$ cat config.mk
export PLATFORM = sky130hd
export DESIGN_NAME = control_unit
export DESIGN_NICKNAME = d
export VERILOG_FILES = /design/src/cu_pkg.sv /design/src/stage_regs.sv /design/src/hazard_unit.sv /design/src/stage_decode.sv /design/src/control_unit.sv
export SDC_FILE = /design/constraint.sdc
export NUM_CORES = 1
export LEC_CHECK = 0
export BUFFER_PORTS_ARGS = -buffer_cell sky130_fd_sc_hd__buf_2
export CAP_MARGIN = 20
export CORE_MARGIN = 3
export CORE_UTILIZATION = 54
export DETAILED_ROUTE_END_ITERATION = 10
export PLACE_DENSITY = 0.85
export SLEW_MARGIN = 20
export SYNTH_ARGS = -nofsm -noshare
export SYNTH_HDL_FRONTEND = slang
export SYNTH_SLANG_ARGS = --single-unit
$ cat constraint.sdc
create_clock -name CLK -period 2.2 [get_ports CLK]
set_input_delay 0.55 -clock CLK [delete_from_list [all_inputs] [get_ports CLK]]
set_output_delay 0.55 -clock CLK [all_outputs]
set_load 0.02 [all_outputs]
$ cat src/cu_pkg.sv
package cu_pkg;

    typedef logic [7:0] instr_t;
    typedef logic [1:0] reg_idx_t;
    typedef logic [3:0] flags_t;
    typedef logic [3:0] alu_op_t;

    // Upper nibble of the instruction byte
    typedef enum logic [3:0] {
        OP_NOP = 4'h0,
        OP_MOV = 4'h1,
        OP_ADD = 4'h2,
        OP_SUB = 4'h3,
        OP_AND = 4'h4,
        OP_OR  = 4'h5,
        OP_JC  = 4'h9,
        OP_LDM = 4'hD,
        OP_STM = 4'hE
    } opcode_t;

    typedef enum logic [1:0] {
        FWD_RF  = 2'd0,
        FWD_WB  = 2'd1,
        FWD_MEM = 2'd2
    } fwd_sel_t;

    typedef struct packed {
        alu_op_t alu_op;
        logic    ccr_en;
    } ex_ctrl_t;

    typedef struct packed {
        logic mem_r_en;
        logic mem_w_en;
    } mem_ctrl_t;

    typedef struct packed {
        logic     reg_w_en;
        logic     wb_from_mem;
        reg_idx_t dst;
    } wb_ctrl_t;

    // Youngest stage in the top byte
    typedef struct packed {
        instr_t id;
        instr_t ex;
        instr_t m;
        instr_t wb;
    } pipe_t;

    ////////////////////////////// Field helpers

    function automatic opcode_t op_of(input instr_t i);
        return opcode_t'(i[7:4]);
    endfunction

    function automatic reg_idx_t ra_of(input instr_t i);
        return i[3:2];
    endfunction

    function automatic reg_idx_t rb_of(input instr_t i);
        return i[1:0];
    endfunction

    function automatic logic is_alu(input instr_t i);
        return op_of(i) inside {OP_MOV, OP_ADD, OP_SUB, OP_AND, OP_OR};
    endfunction

    function automatic logic writes_reg(input instr_t i);
        return is_alu(i) || (op_of(i) == OP_LDM);
    endfunction

    // Loads land in rb, ALU results in ra
    function automatic reg_idx_t dst_of(input instr_t i);
        return (op_of(i) == OP_LDM) ? rb_of(i) : ra_of(i);
    endfunction

endpackage

$ cat src/stage_regs.sv
`timescale 1ns/100ps

module stage_regs (
    input  logic           CLK,
    input  logic           RESET,
    input  cu_pkg::instr_t instr,
    input  logic           stall,
    input  logic           flush,
    output cu_pkg::pipe_t  pipe,
    output logic           rst_flush
);

    cu_pkg::instr_t id_next;
    cu_pkg::instr_t ex_next;
    logic           kill;

    assign kill = flush || rst_flush;

    // Fetched byte is dropped on a squash
    always_comb begin
        if (kill) begin
            id_next = '0;
        end else if (stall) begin
            id_next = pipe.id;
        end else begin
            id_next = instr;
        end
    end

    // Bubble into execute on stall or squash
    always_comb begin
        if (kill || stall) begin
            ex_next = '0;
        end else begin
            ex_next = pipe.id;
        end
    end

    //////////////////////////////
    // Stage registers
    //////////////////////////////

    always_ff @(posedge CLK or posedge RESET) begin
        if (RESET) begin
            pipe      <= '0;
            rst_flush <= 1'b1;
        end else begin
            pipe.id   <= id_next;
            pipe.ex   <= ex_next;
            pipe.m    <= pipe.ex;
            pipe.wb   <= pipe.m;
            rst_flush <= 1'b0;
        end
    end

endmodule

$ cat src/hazard_unit.sv
`timescale 1ns/100ps

module hazard_unit (
    input  cu_pkg::pipe_t    pipe,
    input  cu_pkg::flags_t   ccr,
    input  logic             rst_flush,
    output logic             stall,
    output logic             flush,
    output logic             pc_en,
    output logic             pc_redirect,
    output cu_pkg::fwd_sel_t fwd_a,
    output cu_pkg::fwd_sel_t fwd_b
);

    function automatic logic reads_ra(input cu_pkg::instr_t i);
        return cu_pkg::op_of(i) inside {
            cu_pkg::OP_ADD, cu_pkg::OP_SUB, cu_pkg::OP_AND, cu_pkg::OP_OR,
            cu_pkg::OP_LDM, cu_pkg::OP_STM
        };
    endfunction

    // JC takes its target from rb
    function automatic logic reads_rb(input cu_pkg::instr_t i);
        return cu_pkg::op_of(i) inside {
            cu_pkg::OP_MOV, cu_pkg::OP_ADD, cu_pkg::OP_SUB, cu_pkg::OP_AND,
            cu_pkg::OP_OR, cu_pkg::OP_JC, cu_pkg::OP_STM
        };
    endfunction

    // Newest producer wins. A load in memory has no data yet
    function automatic cu_pkg::fwd_sel_t pick_src(
        input logic             rd,
        input cu_pkg::reg_idx_t idx,
        input cu_pkg::instr_t   m,
        input cu_pkg::instr_t   wb
    );
        if (rd && cu_pkg::is_alu(m) && (cu_pkg::dst_of(m) == idx)) begin
            return cu_pkg::FWD_MEM;
        end
        if (rd && cu_pkg::writes_reg(wb) && (cu_pkg::dst_of(wb) == idx)) begin
            return cu_pkg::FWD_WB;
        end
        return cu_pkg::FWD_RF;
    endfunction

    cu_pkg::reg_idx_t id_ra;
    cu_pkg::reg_idx_t id_rb;
    cu_pkg::reg_idx_t ex_ra;
    cu_pkg::reg_idx_t ex_rb;
    logic             load_use;
    logic             taken;

    assign id_ra = cu_pkg::ra_of(pipe.id);
    assign id_rb = cu_pkg::rb_of(pipe.id);
    assign ex_ra = cu_pkg::ra_of(pipe.ex);
    assign ex_rb = cu_pkg::rb_of(pipe.ex);

    //////////////////////////////
    // Load-use and branch
    //////////////////////////////

    assign load_use = (cu_pkg::op_of(pipe.ex) == cu_pkg::OP_LDM) &&
                      ((reads_ra(pipe.id) && (id_ra == ex_rb)) ||
                       (reads_rb(pipe.id) && (id_rb == ex_rb)));

    // ra picks the flag bit
    assign taken = (cu_pkg::op_of(pipe.ex) == cu_pkg::OP_JC) && ccr[ex_ra];

    // Stage bytes are not trusted until the reset flush is over
    assign stall       = load_use && !rst_flush;
    assign flush       = taken && !rst_flush;
    assign pc_en       = !stall;
    assign pc_redirect = flush;

    //////////////////////////////
    // Operand forwarding
    //////////////////////////////

    assign fwd_a = pick_src(reads_ra(pipe.ex), ex_ra, pipe.m, pipe.wb);
    assign fwd_b = pick_src(reads_rb(pipe.ex), ex_rb, pipe.m, pipe.wb);

endmodule

$ cat src/stage_decode.sv
`timescale 1ns/100ps

module stage_decode (
    input  cu_pkg::pipe_t     pipe,
    output cu_pkg::ex_ctrl_t  ex_ctrl,
    output cu_pkg::mem_ctrl_t mem_ctrl,
    output cu_pkg::wb_ctrl_t  wb_ctrl
);

    cu_pkg::opcode_t ex_op;
    cu_pkg::opcode_t m_op;
    cu_pkg::opcode_t wb_op;

    assign ex_op = cu_pkg::op_of(pipe.ex);
    assign m_op  = cu_pkg::op_of(pipe.m);
    assign wb_op = cu_pkg::op_of(pipe.wb);

    //////////////////////////////
    // Execute
    //////////////////////////////

    // MOV passes through the ALU but leaves the flags alone
    always_comb begin
        ex_ctrl = '0;
        case (ex_op)
            cu_pkg::OP_MOV: begin
                ex_ctrl.alu_op = cu_pkg::alu_op_t'(ex_op);
            end
            cu_pkg::OP_ADD, cu_pkg::OP_SUB, cu_pkg::OP_AND, cu_pkg::OP_OR: begin
                ex_ctrl.alu_op = cu_pkg::alu_op_t'(ex_op);
                ex_ctrl.ccr_en = 1'b1;
            end
            default: begin
                ex_ctrl = '0;
            end
        endcase
    end

    //////////////////////////////
    // Memory
    //////////////////////////////

    always_comb begin
        mem_ctrl = '0;
        case (m_op)
            cu_pkg::OP_LDM: begin
                mem_ctrl.mem_r_en = 1'b1;
            end
            cu_pkg::OP_STM: begin
                mem_ctrl.mem_w_en = 1'b1;
            end
            default: begin
                mem_ctrl = '0;
            end
        endcase
    end

    //////////////////////////////
    // Write-back
    //////////////////////////////

    // Load data comes from memory, the rest from the ALU result
    always_comb begin
        wb_ctrl = '0;
        if (cu_pkg::writes_reg(pipe.wb)) begin
            wb_ctrl.reg_w_en    = 1'b1;
            wb_ctrl.wb_from_mem = (wb_op == cu_pkg::OP_LDM);
            wb_ctrl.dst         = cu_pkg::dst_of(pipe.wb);
        end
    end

endmodule

$ cat src/control_unit.sv
`timescale 1ns/100ps

module control_unit (
    input  logic              CLK,
    input  logic              RESET,
    input  cu_pkg::instr_t    instr,
    input  cu_pkg::flags_t    ccr,
    output logic              pc_en,
    output logic              pc_redirect,
    output cu_pkg::ex_ctrl_t  ex_ctrl,
    output cu_pkg::fwd_sel_t  fwd_a,
    output cu_pkg::fwd_sel_t  fwd_b,
    output cu_pkg::mem_ctrl_t mem_ctrl,
    output cu_pkg::wb_ctrl_t  wb_ctrl
);

    cu_pkg::pipe_t pipe;
    logic          rst_flush;
    logic          stall;
    logic          flush;

    stage_regs stage_regs_inst (
        .CLK       (CLK),
        .RESET     (RESET),
        .instr     (instr),
        .stall     (stall),
        .flush     (flush),
        .pipe      (pipe),
        .rst_flush (rst_flush)
    );

    hazard_unit hazard_unit_inst (
        .pipe        (pipe),
        .ccr         (ccr),
        .rst_flush   (rst_flush),
        .stall       (stall),
        .flush       (flush),
        .pc_en       (pc_en),
        .pc_redirect (pc_redirect),
        .fwd_a       (fwd_a),
        .fwd_b       (fwd_b)
    );

    stage_decode stage_decode_inst (
        .pipe     (pipe),
        .ex_ctrl  (ex_ctrl),
        .mem_ctrl (mem_ctrl),
        .wb_ctrl  (wb_ctrl)
    );

endmodule

==> results of run 1 <==
synthesized netlist by cell type (all sizes together), types with 2 or more instances:
cell	number
nand3	9
nand3b	2
nor4	4
inv	7
o21a	2
mux2i	5
and3	8
nand4b	2
nor2	6
a21oi	9
xor2	6
nor3	2
o211a	2
nand2b	2
buf	3
dfrtp	32
nand2	4
o21ai	11
xnor2	6
per-stage QoR:
stage / setup slack [ns] / instance area, µm²
final: -0.334 / 2160
after global routing: -0.443 / 2160
after CTS: -0.384 / 2000
after detailed placement: -0.0233 / 1860
after global placement: 0.0535 / 1860
after floorplan: -0.0194 / 1640
state kept, by name (all words and copies together) (netlist names):
signal,cells
stage_regs_inst.pipe,32
stage_regs_inst.rst_flush,1
final timing paths:
check	startpoint	end	slack [ns]	cells after the start
worst min-delay path	RESET	stage_regs_inst.pipe[30]$_DFFE_PP0P_	0.28	3
worst min register to register	stage_regs_inst.pipe[9]$_DFF_PP0_	stage_regs_inst.pipe[1]$_DFF_PP0_	0.44	0
min in group CLK	stage_regs_inst.pipe[9]$_DFF_PP0_	stage_regs_inst.pipe[1]$_DFF_PP0_	0.44	0
worst max register to register	stage_regs_inst.pipe[16]$_DFF_PP0_	stage_regs_inst.pipe[17]$_DFF_PP0_	0.47	6
worst max-delay path	stage_regs_inst.pipe[13]$_DFF_PP0_	fwd_b[0]	-0.33	6
max in group asynchronous	RESET	stage_regs_inst.rst_flush$_DFF_PP1_	1.59	3
per-layer routing:
metal  global-route usage, %  vias to the layer above  wire (µm)
met5                       0                        -          0
met4                    8.05                        0         86
met3                    7.66                        8        172
met2                    36.5                       34       2170
met1                    22.6                      629       1440
li1                        -                      614          -
cells by family (layout without fill, tap and decap cells):
group	Yosys count	in the layout
AND/OR/NAND/NOR	46	46
flip-flops	33	33
AO/OA/AOI/OAI	31	31
XOR/XNOR	12	12
buffers and inverters	10	65
multiplexers	6	6
other	1	2
power by group through the flow:
stage	registers [µW]	clock network (µW)	logic, µW
after global routing	672	425	200
after detailed placement	675	0	153
after global placement	672	0	146
final	667	391	183
after floorplan	667	0	110
after CTS	665	395	162
cell type report:
cell class                 count  area [µm²]
multi-input combinational     97         865
tap                           31        38.8
sequential                    33         833
clock inverter                 1        5.00
fill                         189         649
timing repair buffer          50         323
clock buffer                   7        65.1
inverter                       7        26.3
worst max-delay path, cell delays in order, from the launching register on:
cell and delay [ns]:
dfrtp_1 0.41, nand4b_4 0.24, mux2i_4 0.25, xnor2_2 0.17
nor4_2 0.33, nor4_2 0.09, buf_4 0.17
what timing repair did:
item,4_1_cts,5_1_grt
endpoints found under the setup margin,8,8
pin swaps,3,12
gates resized for setup,10,17
buffers inserted,3,11
==> results.sh, run 1 <==
export IMPL_critPathKind="flop to output port"
export IMPL_synth_area_per_cell_um2=11.6
export IMPL_final_setup_tns_ns=-1.36
export IMPL_dpl_hpwl_mm=2.35
export IMPL_synthSimpleGateAreaFrac_pct=19.7
export IMPL_dp_cells=204
export IMPL_final_util_pct=76.9
export IMPL_synth_edff_count=0
export IMPL_p_switching_uw=339
export IMPL_clock_fmax_mhz=395
export IMPL_cts_buffers=5
export IMPL_synth_mux_area_share_pct=5.95
export IMPL_areaGrowthSynthToFinish_pct=33.2
export IMPL_power_uw=1240
export IMPL_power_leakage_uw=0.00108
export IMPL_start_util_pct=57.7
export IMPL_switching_share_pct=27.3
export IMPL_period_needed_ns=2.53
export IMPL_synthArstFlopShare_pct=100
export IMPL_grt_max_degree=34
export IMPL_wire_per_inst_um=17.1
export IMPL_cts_tree="built"
export IMPL_die_area_um2=3690
export IMPL_rows=19
export IMPL_synth_distinct_cells=46
export IMPL_peakVddDrop_mv=0.437
export IMPL_wl_mm=3.87
export IMPL_finClkSkew_ns=0.00853
export IMPL_grt_overflow_total=0
export IMPL_grt_total_usage_pct=20.7
export IMPL_core_area_um2=2810
export IMPL_drive_gt1_share_pct=47.7
export IMPL_synth_area_top_cells="dfrtp_1 (49%), o21ai_0 (3.4%), xnor2_1 (3.2%), xor2_1 (3.2%), and3_1 (3.1%)"
export IMPL_drc=0
export IMPL_status="complete, but fails checks"
export IMPL_grt_pass1_wl_mm=5.52
export IMPL_pwr_share_seq_pct=53.8
export IMPL_synth_fa_ha_area_share_pct=0
export IMPL_synth_flop_cell="dfrtp_1"
export IMPL_start_kind="flop"
export IMPL_synth_compound_area_share_pct=13.4
export IMPL_power_frac_comb_pct=14.7
export IMPL_final_cell_mix="dfrtp_1 (27), buf_2 (24), buf_4 (24), o21ai_0 (10), a21oi_1 (9)"
export IMPL_cts_root_buf="clkbuf_4"
export IMPL_p_int_uw=902
export IMPL_synth_area_um2=1620
export IMPL_cp_end_kind="output port"
export IMPL_cts_hold_repair_buffers=0
export IMPL_viasPerCell=5.69
export IMPL_die_w_um=60.8
export IMPL_whs_ns=0.283
export IMPL_setup_slack_ns=-0.334
export IMPL_rsz0062_at_grt="yes"
export IMPL_drtIter0Drc=31
export IMPL_grt_pass1_vias=1246
export IMPL_clk_pin_slew_worst_paths_ns=0.11
export IMPL_cap_violations=0
export IMPL_cts_buffer_depth=2
export IMPL_crit_arrival_ns=1.98
export IMPL_ios=31
export IMPL_dr_pass1_iters=4
export IMPL_synth_top_family_by_area="simple AND/OR/NAND/NOR gates"
export IMPL_synth_top_area_share_pct=49.5
export IMPL_violations="negative setup slack"
export IMPL_vias=1285
export IMPL_cts_sinks=33
export IMPL_diodes=0
export IMPL_globalplace_congestion=0.853
export IMPL_period_share_pct=115
export IMPL_ys_ff_latch=33
export IMPL_fin_nets=208
export IMPL_die_h_um=60.8
export IMPL_hold_path_class="input port to asynchronous set/reset pin"
export IMPL_ys_seq_area_share_pct=51.1
export IMPL_insertion_delay_ns=0.33
export IMPL_p_per_area_nw_per_um2=576
export IMPL_layout_commonest_cell="dfrtp_1"
export IMPL_drv_slew=0
export IMPL_cts_max_level=2
export IMPL_pwr_share_clk_pct=31.5
export IMPL_path_max_fanout=3
export IMPL_hold_viol_final=0
export IMPL_synth_largest_area_cell="dfrtp_1"
export IMPL_antenna_found_initial=0
export IMPL_setup_viol=5
export IMPL_fin_cells=226
export IMPL_synth_xor_xnor_area_share_pct=6.49
export IMPL_cp_required_ns=1.65
export IMPL_ys_warn_count=0
export IMPL_synth_cells=139
export IMPL_postRouteAntennaNets=0
export IMPL_port_buffers=29
Note: power is estimated with default switching activity, not from simulation.
==> run 2: changes to the inputs <==
--- a/config.mk
+++ b/config.mk
@@ -5,12 +5,13 @@
 export SDC_FILE = /design/constraint.sdc
 export NUM_CORES = 1
 export LEC_CHECK = 0
+export ABC_AREA = 1
 export BUFFER_PORTS_ARGS = -buffer_cell sky130_fd_sc_hd__buf_2
 export CAP_MARGIN = 20
 export CORE_MARGIN = 3
-export CORE_UTILIZATION = 54
+export CORE_UTILIZATION = 55
 export DETAILED_ROUTE_END_ITERATION = 10
-export PLACE_DENSITY = 0.85
+export PLACE_DENSITY = 0.86
 export SLEW_MARGIN = 20
 export SYNTH_ARGS = -nofsm -noshare
 export SYNTH_HDL_FRONTEND = slang
==> run 2 against run 1 <==
Compared with the run above:
- the flow still finishes with violations (negative setup slack)
- die area up 6.3%
- first-iteration DRC count up 150%
- final area up 3.4%
- non-clock buffer count down 6
- global-route usage down 0.15 points
- largest cell class unchanged
==> results.sh, run 2 <==
export IMPL_status="complete, but fails checks"
export IMPL_violations="negative setup slack"
export IMPL_crit_arrival_ns=1.70
export IMPL_clock_fmax_mhz=444
export IMPL_synth_area_per_cell_um2=7.51
export IMPL_drc=0
export IMPL_cts_root_buf="clkbuf_4"
export IMPL_core_area_um2=2900
export IMPL_dpl_hpwl_mm=2.67
export IMPL_drive_gt1_share_pct=37.4
export IMPL_areaGrowthSynthToFinish_pct=26.4
export IMPL_cts_sinks=33
export IMPL_synth_distinct_cells=24
export IMPL_largest_reg_flops=32
export IMPL_ys_seq_area_share_pct=46.9
export IMPL_grt_pass1_vias=1532
export IMPL_cp_end_kind="output port"
export IMPL_path_max_fanout=4
export IMPL_die_w_um=62.6
export IMPL_nFillCells=224
export IMPL_slowest_delay_ns=0.43
export IMPL_critical_path_top_delay_family="simple AND/OR/NAND/NOR gates"
export IMPL_cp_required_ns=1.65
export IMPL_antenna_found_initial=0
export IMPL_fin_nets=299
export IMPL_insertion_delay_ns=0.33
export IMPL_ys_warn_count=0
export IMPL_grt_overflow_total=0
export IMPL_synth_largest_area_cell="dfrtp_1"
export IMPL_clk_pin_slew_worst_paths_ns=0.09
export IMPL_cap_violations=0
export IMPL_finClkSkew_ns=0.00508
export IMPL_cts_buffer_depth=2
export IMPL_postRouteAntennaNets=0
export IMPL_ios=31
export IMPL_grt_total_usage_pct=20.6
export IMPL_cts_tree="built"
export IMPL_grt_pass1_wl_mm=6.41
export IMPL_worst_path_most_repeated_cell="nor2_4"
export IMPL_globalplace_congestion=0.839
export IMPL_grt_max_degree=34
export IMPL_hold_path_class="input port to asynchronous set/reset pin"
export IMPL_cpMaxStageDelayCell="dfrtp_1"
export IMPL_setup_slack_ns=-0.0500
export IMPL_die_h_um=62.6
export IMPL_synth_common_cells="nand2_1 (77), nand3_1 (35), dfrtp_1 (32)"
export IMPL_start_util_pct=60.8
export IMPL_drv_slew=0
export IMPL_power_uw=1190
export IMPL_reg_top3="stage_regs_inst.pipe (32), stage_regs_inst.rst_flush (1)"
export IMPL_viasPerCell=5.06
export IMPL_start_kind="flop"
export IMPL_power_leakage_uw=0.00122
export IMPL_cts_max_level=2
export IMPL_period_share_pct=102
export IMPL_synth_cells=235
export IMPL_vias=1661
export IMPL_path_buf_inv=2
export IMPL_synth_edff_count=0
export IMPL_cts_buffers=5
export IMPL_final_cell_mix="nand2_1 (64), nand3_1 (32), dfrtp_1 (27), buf_2 (26), inv_1 (21)"
export IMPL_ys_ff_latch=33
export IMPL_synthArstFlopShare_pct=100
export IMPL_synth_area_top_cells="dfrtp_1 (45%), nand2_1 (16%), nand3_1 (9.9%), inv_1 (5.7%), nor2_2 (3.9%)"
export IMPL_top_register="stage_regs_inst.pipe"
export IMPL_rsz0062_at_grt="yes"
export IMPL_cp_cell_sequence="nor2_4, buf_6, nand3b_1, nand3_1, nand3_2, nor2_4, buf_2"
export IMPL_synth_area_um2=1760
export IMPL_critPathKind="flop to output port"
export IMPL_die_area_um2=3920
export IMPL_placed_area_um2=1960
export IMPL_port_buffers=29
export IMPL_hold_viol_final=0
export IMPL_wl_mm=3.90
export IMPL_post_synth_top_count_cell="nand2_1"
export IMPL_setup_viol=4
export IMPL_synth_flop_cell="dfrtp_1"
export IMPL_drtIter0Drc=77
export IMPL_p_per_area_nw_per_um2=534
export IMPL_peakVddDrop_mv=0.526
export IMPL_design_area_um2=2230
export IMPL_synth_top_area_share_pct=45.4
export IMPL_diodes=0
export IMPL_rows=19
export IMPL_dr_pass1_iters=4
export IMPL_wire_per_inst_um=11.9
export IMPL_layout_commonest_cell="nand2_1"
export IMPL_period_needed_ns=2.25
run 2: cell types whose count changed after synthesis, sizes merged, moves of 3 or more:
cell | before | now
and3 | 8 | 0
nand2 | 4 | 81
inv | 7 | 33
nor4 | 4 | 0
clkinv | 0 | 3
mux2i | 5 | 0
xor2 | 6 | 0
nor2 | 6 | 25
nand4 | 0 | 9
o21ai | 11 | 2
nand3 | 9 | 37
xnor2 | 6 | 0
a21oi | 9 | 4
run 2: logic make-up (layout without fill, tap and decap cells):
kind of cell	after synthesis	count (layout)	share of synthesized area [%]
AO/OA/AOI/OAI	7	7	2.13
buffers and inverters	38	88	8.58
flip-flops	33	33	46.9
other	1	2	0.213
AND/OR/NAND/NOR	156	156	42.2
run 2: tightest hold or removal path, cell delays in order:
cell and delay [ns]:
buf_2 0.09, inv_1 0.04, buf_4 0.36
run 2: layout make-up:
cell class	instances	area [µm²]	area share [%]
multi-input combinational	165	880	39.5
sequential	33	833	37.4
timing repair buffer	44	277	12.4
inverter	36	139	6.23
tap	42	52.6	2.36
clock buffer	8	48.8	2.19
run 2: routing by layer:
metal	global-route usage, %	part of all wire, %
met1	23.3	42
met2	36.4	51
met3	6.12	5.0
met4	7.71	1.8
met5	0	0
run 2: final timing paths:
kind	start	to	slack (ns)	depth (start not counted)
max reg2reg	stage_regs_inst.pipe[16]$_DFF_PP0_	stage_regs_inst.pipe[21]$_DFF_PP0_	0.77	10
max in group asynchronous	RESET	stage_regs_inst.rst_flush$_DFF_PP1_	1.59	3
min in group CLK	stage_regs_inst.pipe[9]$_DFF_PP0_	stage_regs_inst.pipe[1]$_DFF_PP0_	0.41	0
min reg2reg	stage_regs_inst.pipe[9]$_DFF_PP0_	stage_regs_inst.pipe[1]$_DFF_PP0_	0.41	0
min	RESET	stage_regs_inst.pipe[28]$_DFFE_PP0P_	0.28	3
max	stage_regs_inst.pipe[13]$_DFF_PP0_	fwd_b[1]	-0.05	7
run 2: report_power, final:
group          internal, µW  switching [µW]  total [µW]  leakage [µW]
clock network           127             192         319     0.0000265
logic                  83.5             127         211      0.000766
registers               634            27.2         661      0.000429
total                   844             346        1190       0.00122
run 2: metrics by stage:
stage	utilization [%]	TNS [ns]	setup slack [ns]	std cells	hold WS, ns
after floorplan	-	0	0.0865	236	0.349
after global placement	67.6	0	0.300	306	0.364
after detailed placement	67.6	0	0.262	306	0.364
after CTS	72.2	0	0.00569	321	0.282
after global routing	76.9	-0.553	-0.139	328	0.306
final	76.9	-0.140	-0.0500	328	0.280
run 2: repair_timing:
action,CTS,global route
hold buffers,0,0
endpoints found under the setup margin,6,7
hold endpoints to repair,0,0
gates resized for setup,19,27
buffers inserted,7,7
pin swaps,5,15
